===== config.mk =====
export PLATFORM = sky130hd
export DESIGN_NAME = ext_port_wrap
export DESIGN_NICKNAME = d
export VERILOG_FILES = /design/src/logic/wrap_cfg_pkg.sv /design/src/logic/wb_bus_pkg.sv /design/src/logic/slave_decoder.sv /design/src/logic/isolate_ctrl.sv /design/src/logic/req_fanout.sv /design/src/logic/rsp_mux.sv /design/src/logic/ext_port_wrap.sv
export SDC_FILE = /design/constraint.sdc
export NUM_CORES = 1
export LEC_CHECK = 0
export BUFFER_PORTS_ARGS = -buffer_cell sky130_fd_sc_hd__buf_4
export CORE_AREA = 2 2 179 181
export DETAILED_ROUTE_END_ITERATION = 7
export DIE_AREA = 0 0 181 183
export HOLD_SLACK_MARGIN = 0.12
export PLACE_DENSITY = 0.42
export SYNTH_ARGS = -nofsm -noshare
export SYNTH_HDL_FRONTEND = slang
export SYNTH_SLANG_ARGS = --single-unit

===== constraint.sdc =====
create_clock -name clk_i -period 4.6 [get_ports clk_i]
set_clock_uncertainty 0.1 [all_clocks]
set_input_delay 0.23 -clock clk_i [delete_from_list [all_inputs] [get_ports clk_i]]
set_output_delay 0.23 -clock clk_i [all_outputs]
set_load 0.01 [all_outputs]

===== src/logic/wrap_cfg_pkg.sv =====
package wrap_cfg_pkg;

  // Bus widths
  localparam int unsigned AddrWidth = 16;
  localparam int unsigned DataWidth = 32;
  localparam int unsigned SelWidth  = DataWidth / 8;

  // External slave ports
  localparam int unsigned NumSlv      = 4;
  localparam int unsigned SlvIdxWidth = 2;

  // Address region field, one region per slave
  localparam int unsigned RegionMsb   = 15;
  localparam int unsigned RegionLsb   = 12;
  localparam int unsigned RegionWidth = RegionMsb - RegionLsb + 1;

  // Slave k owns region k, regions NumSlv and up are unmapped

  typedef logic [AddrWidth-1:0]   addr_t;
  typedef logic [DataWidth-1:0]   data_t;
  typedef logic [SelWidth-1:0]    sel_t;
  typedef logic [RegionWidth-1:0] region_t;

  // Index of one slave port
  typedef logic [SlvIdxWidth-1:0] slv_idx_t;

  // One bit per slave port
  typedef logic [NumSlv-1:0] slv_mask_t;

endpackage


===== src/logic/wb_bus_pkg.sv =====
package wb_bus_pkg;

  import wrap_cfg_pkg::*;

  // Wishbone classic request, held by the master until ack or err
  typedef struct packed {
    logic  cyc;
    logic  stb;
    logic  we;
    sel_t  sel;
    addr_t adr;
    data_t dat;
  } wb_req_t;

  // Wishbone classic response
  typedef struct packed {
    logic  ack;
    logic  err;
    data_t dat;
  } wb_rsp_t;

  // Locally generated error, data is zero
  localparam wb_rsp_t WbRspErr = '{
    ack: 1'b0,
    err: 1'b1,
    dat: '0
  };

endpackage


===== src/logic/slave_decoder.sv =====
`timescale 1ns/1ps

module slave_decoder
  import wrap_cfg_pkg::*;
(
  input  logic [AddrWidth-1:0] adr_i,
  output slv_idx_t             idx_o,
  output logic                 hit_o
);

  region_t region;

  // Region field only, the offset inside a region is the slave's business
  assign region = adr_i[RegionMsb:RegionLsb];

  // Slave k owns region k
  always_comb begin
    hit_o = 1'b0;
    idx_o = '0;
    for (int k = 0; k < NumSlv; k++) begin
      if (region == region_t'(k)) begin
        hit_o = 1'b1;
        idx_o = slv_idx_t'(k);
      end
    end
  end

endmodule


===== src/logic/isolate_ctrl.sv =====
`timescale 1ns/1ps

module isolate_ctrl
  import wrap_cfg_pkg::*;
  import wb_bus_pkg::*;
(
  input  logic      clk_i,
  input  logic      reset_i,
  input  wb_req_t   mst_req_i,
  input  slv_idx_t  idx_i,
  input  logic      hit_i,
  input  logic      slv_done_i,
  input  slv_mask_t isolate_i,
  output logic      forward_o,
  output logic      terminate_o,
  output slv_mask_t isolated_o
);

  logic      req_valid;
  logic      first;
  logic      blocked;
  logic      fwd_new;
  logic      done;
  logic      active_q;
  logic      fwd_q;
  slv_mask_t inflight;
  slv_mask_t isolated_q;

  assign req_valid = mst_req_i.cyc & mst_req_i.stb;

  // First cycle of an access, nothing decided yet
  assign first = req_valid & ~active_q;

  // A raised request blocks at once, even before isolation is granted
  assign blocked = isolate_i[idx_i] | isolated_q[idx_i];
  assign fwd_new = hit_i & ~blocked;

  // Decide in the first cycle, then follow the stored decision
  always_comb begin
    if (first) begin
      forward_o   = fwd_new;
      terminate_o = ~fwd_new;
    end else begin
      forward_o   = req_valid & active_q & fwd_q;
      terminate_o = req_valid & active_q & ~fwd_q;
    end
  end

  // Only a forwarded access can be ended by the slave
  assign done = slv_done_i & forward_o;

  always_ff @(posedge clk_i) begin
    if (reset_i) begin
      active_q <= 1'b0;
      fwd_q    <= 1'b0;
    end else if (first) begin
      // Zero wait slave ends the cycle right here
      active_q <= ~done;
      fwd_q    <= fwd_new;
    end else if (active_q) begin
      // Local error takes one more cycle
      if (!req_valid || !fwd_q || done) begin
        active_q <= 1'b0;
      end
    end
  end

  // Forwarded access still open towards each slave, ack cycle included
  always_comb begin
    inflight = '0;
    if (forward_o) begin
      inflight[idx_i] = 1'b1;
    end
  end

  // Grant isolation once the port has drained, drop it with the request
  always_ff @(posedge clk_i) begin
    if (reset_i) begin
      isolated_q <= '0;
    end else begin
      isolated_q <= isolate_i & (isolated_q | ~inflight);
    end
  end

  assign isolated_o = isolated_q;

endmodule


===== src/logic/req_fanout.sv =====
`timescale 1ns/1ps

module req_fanout
  import wrap_cfg_pkg::*;
  import wb_bus_pkg::*;
(
  input  wb_req_t               mst_req_i,
  input  slv_idx_t              idx_i,
  input  logic                  forward_i,
  output wb_req_t [NumSlv-1:0]  slv_req_o
);

  slv_mask_t sel;

  // One-hot target, empty unless the access is forwarded
  always_comb begin
    sel = '0;
    if (forward_i) begin
      sel[idx_i] = 1'b1;
    end
  end

  // Payload goes everywhere, only the target sees a cycle
  always_comb begin
    for (int k = 0; k < NumSlv; k++) begin
      slv_req_o[k]     = mst_req_i;
      slv_req_o[k].cyc = mst_req_i.cyc & sel[k];
      slv_req_o[k].stb = mst_req_i.stb & sel[k];
    end
  end

endmodule


===== src/logic/rsp_mux.sv =====
`timescale 1ns/1ps

module rsp_mux
  import wrap_cfg_pkg::*;
  import wb_bus_pkg::*;
(
  input  logic                  clk_i,
  input  logic                  reset_i,
  input  wb_req_t               mst_req_i,
  input  slv_idx_t              idx_i,
  input  logic                  terminate_i,
  input  wb_rsp_t [NumSlv-1:0]  slv_rsp_i,
  output wb_rsp_t               mst_rsp_o
);

  logic    err_q;
  logic    fwd_sel;
  wb_rsp_t sel_rsp;

  assign sel_rsp = slv_rsp_i[idx_i];

  // Access currently owned by the selected slave
  assign fwd_sel = mst_req_i.cyc & mst_req_i.stb & ~terminate_i;

  // One cycle error pulse, one cycle after stb, self clearing
  always_ff @(posedge clk_i) begin
    if (reset_i) begin
      err_q <= 1'b0;
    end else begin
      err_q <= terminate_i & mst_req_i.stb & ~err_q;
    end
  end

  always_comb begin
    mst_rsp_o = '0;
    if (err_q) begin
      mst_rsp_o = WbRspErr;
    end else if (fwd_sel) begin
      mst_rsp_o = sel_rsp;
    end
  end

endmodule


===== src/logic/ext_port_wrap.sv =====
`timescale 1ns/1ps

module ext_port_wrap
  import wrap_cfg_pkg::*;
  import wb_bus_pkg::*;
(
  input  logic                  clk_i,
  input  logic                  reset_i,
  input  wb_req_t               mst_req_i,
  output wb_rsp_t               mst_rsp_o,
  output wb_req_t [NumSlv-1:0]  slv_req_o,
  input  wb_rsp_t [NumSlv-1:0]  slv_rsp_i,
  input  slv_mask_t             isolate_i,
  output slv_mask_t             isolated_o
);

  slv_idx_t idx;
  logic     hit;
  logic     forward;
  logic     terminate;
  logic     slv_done;

  // Either ack or err from the target ends the cycle
  assign slv_done = slv_rsp_i[idx].ack | slv_rsp_i[idx].err;

  slave_decoder i_slave_decoder (
    .adr_i ( mst_req_i.adr ),
    .idx_o ( idx           ),
    .hit_o ( hit           )
  );

  isolate_ctrl i_isolate_ctrl (
    .clk_i       ( clk_i      ),
    .reset_i     ( reset_i    ),
    .mst_req_i   ( mst_req_i  ),
    .idx_i       ( idx        ),
    .hit_i       ( hit        ),
    .slv_done_i  ( slv_done   ),
    .isolate_i   ( isolate_i  ),
    .forward_o   ( forward    ),
    .terminate_o ( terminate  ),
    .isolated_o  ( isolated_o )
  );

  req_fanout i_req_fanout (
    .mst_req_i ( mst_req_i ),
    .idx_i     ( idx       ),
    .forward_i ( forward   ),
    .slv_req_o ( slv_req_o )
  );

  rsp_mux i_rsp_mux (
    .clk_i       ( clk_i     ),
    .reset_i     ( reset_i   ),
    .mst_req_i   ( mst_req_i ),
    .idx_i       ( idx       ),
    .terminate_i ( terminate ),
    .slv_rsp_i   ( slv_rsp_i ),
    .mst_rsp_o   ( mst_rsp_o )
  );

endmodule


# After elaboration in Yosys (flattened, before gate mapping)
# Cells that the tools add are included.
[op_classes]
order_cmp = 2
eq_ne = 3
n_mux = 23
bitwise_logic = 30
reduce_logical = 6
[ops]
columns = ["op", "count"]
rows = [
  ["2-to-1 mux 34 bit", 3],
  ["binary-select mux 34 bit (select 2 bit)", 1],
  ["bitwise AND 1 bit", 18],
  ["2-to-1 mux 1 bit", 13],
  ["== test 4 x 2 -> 1 bit (second input constant)", 2],
  ["inverter 1 bit", 7],
  ["bitwise AND 4 bit", 1],
  ["binary-select mux 1 bit (select 2 bit)", 2],
  ["== test 4 x 1 -> 1 bit (second input constant)", 1],
  ["logical NOT 4 bit", 1],
  ["2-to-1 mux 2 bit", 2],
  ["2-to-1 mux 4 bit", 1],
  ["inverter 4 bit", 1],
  ["bitwise OR 4 bit", 1],
  ["less-than comparator 2 x 3 -> 1 bit (second input constant)", 1],
  ["demux 1 bit (select 2 bit)", 1],
  [">= comparator 2 x 1 -> 1 bit (second input constant)", 1],
  ["logical NOT 1 bit", 2],
  ["logical OR 1 bit", 2],
  ["bitwise OR 1 bit", 2],
  ["logical AND 1 bit", 1],
]
[totals]
ff_bits = 7
input_bits = 197

# Longest topological paths before layout
[depth]
depth_word = 15
depth_mapped = 6
ltp_nobuf = 4

# Cells and area by module
# From an unflattened synthesis, not the netlist that was laid out.
[hier_totals]
cells_unflattened = 349
hier_area_um2 = 3161.8
[modules_own_cells]
columns = ["module", "n_inst", "cells_per_inst", "area_per_inst_um2", "seq_area_each_um2"]
rows = [
  ["req_fanout", 1, 220, 1681.6, 0.0],
  ["rsp_mux", 1, 88, 1108.6, 20.0],
  ["isolate_ctrl", 1, 33, 305.3, 120.1],
  ["ext_port_wrap", 1, 5, 47.5, 0.0],
  ["slave_decoder", 1, 3, 18.8, 0.0],
]

# Worst setup path before layout
# OpenSTA, ideal clock, no wires.
[synth_path]
kind = "register to output"
from = "register i_isolate_ctrl.isolated_q[3], in the netlist i_isolate_ctrl.isolated_o[3]"
to = "output port mst_rsp_o[10] in the netlist's numbering"
arrival_ns = 1.429
path_slack_ns = 2.841
stages_incl_launch_ff = 6
path_buffers = 1
cell_sequence = "dfxtp_1 -> or3b_4 -> nand4_4 -> o2111ai_4 -> buf_6 -> a211oi_2"
[synth_rtl]
columns = ["element", "line_no", "source"]
rows = [
  ["start, declared", "isolate_ctrl.sv:27", "slv_mask_t isolated_q;"],
  ["start signal, assigned", "isolate_ctrl.sv:81", "isolated_q <= isolate_i & (isolated_q | ~inflight);"],
  ["end, declared", "ext_port_wrap.sv:10", "output wb_rsp_t mst_rsp_o,"],
]

==> impl_metrics.py <==
metrics = {
    "grt": {
        "grt_start_max_net_pins": 63,
        "grt_pass1_vias": 3132,
        "antenna_found_initial": 0,
        "track_usage_pct": 7.41,
        "grt_pass1_wl_um": 18800,
        "overflow": 0,
    },
    "worst_setup_path": {
        "crit_slowest_cell": "buf_4",
        "critPathTopFamily": "buffers and inverters",
        "slowest_delay_ns": 0.49,
        "cp_cell_sequence": "buf_4 > or3b_4 > nand4_4 > o2111ai_4 > buf_4 > a211oi_1 > buf_4",
        "path_buf_inv": 3,
        "cp.required_ns": 4.27,
        "critPathKind": "in -> out",
        "arrival_ns": 2.62,
        "r2r_slack_ns": 2.99,
        "crit_top_cell": "buf_4",
        "end_kind": "output port",
        "worstSetupStartpoint": "mst_req_i[44]",
        "r2r_end": "i_isolate_ctrl.isolated_o[1]$_SDFF_PP0_",
        "worstSetupStartpointType": "input port",
        "r2r_start": "i_isolate_ctrl.active_q$_SDFF_PP0_",
        "reg2reg_depth": 4,
        "worstPathMaxFanout": 62,
    },
    "floorplanning": {
        "dieArea_mm2": 0.0331,
        "die-height_um": 183,
        "num_rows": 65,
        "dieWidth_um": 181,
        "initial_core_util_pct": 11.8,
        "coreArea_mm2": 0.0312,
        "ios": 455,
    },
    "synthesis": {
        "ys_warn_count": 0,
        "synth_edf_count": 0,
        "avgSynthCellArea_um2": 7.80,
        "ys.flop_type": "dfxtp_1",
        "synth_nets": 670,
        "yosys_register_bits": 7,
        "synthCells": 473,
        "synth_top_cells_by_area": "buf_4 (43%), o22ai_1 (11%), a211oi_2 (9.8%), mux2_2 (9.8%), nand2b_1 (5.9%)",
        "yosysTopAreaCell": "buf_4",
        "seq_area_frac_synth_pct": 3.80,
        "synthArstFlopShare_pct": 0,
        "ys_types": 40,
        "synth_top_area_share_pct": 43.2,
        "syn_area_mm2": 0.00369,
    },
    "clock_tree": {
        "clock_sinks": 7,
        "worstSkewPairLatency_ns": 0.23,
        "clk_pin_slew_ns": 0.04,
        "cts_buffers": 3,
        "post_cts_buffers": 0,
        "tritoncts": "built",
        "hold_buffers": 1,
        "root_buffer": "clkbuf_16",
        "cts_htree_levels": 1,
        "cts_buffer_depth": 2,
        "cts_resized": 0,
    },
    "power_and_ir_drop": {
        "total_power_uw": 552,
        "ir_worst_vdd_v": 0.0000655,
        "p_leak_uw": 0.00168,
        "powerDensity_mw_per_mm2": 133,
    },
    "sta": {
        "fin_crit_sh_pct": 64.2,
        "setup_ws_ns": 1.65,
        "hold_violations": 0,
        "slew_violations": 0,
        "worstMarginPinSlew_ns": 0.888,
        "setup_viol": 0,
        "rsz0062_at_grt": "false",
        "fmax_mhz": 339,
        "final.setup.tns_ns": 0,
        "maxSlewHeadroom_pct": 40.6,
        "period_needed_ns": 2.95,
    },
    "hold_path": {
        "hp-class": "in -> reg",
        "min_to": "i_isolate_ctrl.isolated_o[2]$_SDFF_PP0_",
        "whs_path_depth": 3,
        "hp-start": "isolate_i[2]",
    },
    "cells_and_area": {
        "drive_gt1_share_pct": 64.0,
        "syn2layout_area_growth_pct": 12.5,
        "num_antenna_cells": 0,
        "nFillCells": 3645,
        "stdcell_count": 852,
        "fin_nets": 648,
    },
    "placed_design": {
        "port_buffers": 209,
        "dp.cells": 847,
        "place.gp.congestion": 0.707,
        "place_hpwl_um": 10400,
        "pre_cts_slack_ns": 1.57,
    },
    "run_status": {
        "status": "complete, no violations",
    },
    "detailed_routing": {
        "first_pass_iters": 4,
        "drt-initial-drc-count": 135,
        "wirelength_um": 13400,
        "num_vias": 3082,
        "wire_per_inst_um": 15.7,
        "viasPerCell": 3.62,
        "drc": 0,
        "antenna_left": 0,
    },
    "run": {
        "cap_violations": 0,
    },
}
[synth_stat cells (3+ instances only)]
cell,count
nand2b_1,35
a211oi_1,3
buf_6,3
buf_2,13
a211oi_2,29
nor3_1,4
nand2_1,6
o21ai_0,3
dfxtp_1,7
mux2_2,32
clkbuf_1,13
and3_1,3
nor2_1,12
buf_4,212
o22ai_1,64
o311a_1,3
[cells in the final DEF (no fill, tap or decap), types with 2 or more instances in the layout]
master,n
a211oi_1,3
a211oi_2,29
a21oi_1,2
and3_1,3
buf_4,213
clkbuf_16,3
dfxtp_1,7
inv_1,2
mux2_2,32
mux2i_1,2
nand2_1,5
nand2b_1,35
nand3_1,2
nor2_1,11
nor3_1,4
nor4b_1,2
o211a_1,2
o21ai_0,3
o22ai_1,64
o311a_1,3
or2_2,2
[through the flow]
| step | utilization (%) | hold WS (ns) | area (um2) |
|---|---|---|---|
| after floorplan | - | 0.209 | 3690 |
| after CTS | 13.3 | 0.152 | 4150 |
| after detailed placement | 13.0 | 0.333 | 4060 |
| after global placement | 13.0 | 0.332 | 4060 |
| final | 13.3 | 0.151 | 4150 |
| after global routing | 13.3 | 0.152 | 4150 |
[sequential cells by signal, summed over array words and instances, names as in the netlist]
| register | count |
|---|---|
| i_isolate_ctrl.active_q | 1 |
| i_isolate_ctrl.fwd_q | 1 |
| i_isolate_ctrl.isolated_o | 4 |
| i_rsp_mux.err_q | 1 |
[tightest hold or removal path, cell delays in order]
cell	delay [ns]
buf_4	0.11
nand2_1	0.05
a21oi_1	0.04
[cell families (layout without fill, tap and decap cells)]
kind of cell,Yosys count,count (layout),share of synthesized area [%]
buffers and inverters,244,221,47.5
AOI/OAI and AO/OA,114,114,26.4
and+or+nand+nor,74,74,12.0
muxes,34,34,10.3
DFF,7,7,3.80
[power by group]
part           switching (uW)  leakage, uW  total, uW  internal, uW
sequential               2.17    0.0000578       66.4          64.2
clock                    31.0    0.0000382        146           115
combinational             157      0.00159        340           183
total                     190      0.00168        552           362
[worst max-delay path by stage]
stage / endpoint / cells after the start
2_1_floorplan: mst_rsp_o[10] / 5
3_5_place_dp: mst_rsp_o[31] / 7
6_report: mst_rsp_o[31] / 7
4_1_cts: mst_rsp_o[31] / 7
3_3_place_gp: mst_rsp_o[31] / 7
5_1_grt: mst_rsp_o[31] / 7
[metal layers]
layer  vias up  wire, um  part of all wire [%]  GRT usage, %
li1       1423         -                     -             -
met1      1390      4730                    35          7.55
met2       198      6530                    49          13.1
met3        71      1300                   9.8          2.46
met4         0       789                   5.9          4.75
met5         -         0                     0             0
[layout make-up]
cell class,instances,area [um2],area share [%]
inverter,3,11.3,0.271
tap,402,503,12.1
sequential,7,140,3.38
multi-input combinational,222,1810,43.5
clock buffer,4,78.8,1.90
timing repair buffer,214,1610,38.8
No activity file was read; power rests on OpenSTA's default activity.
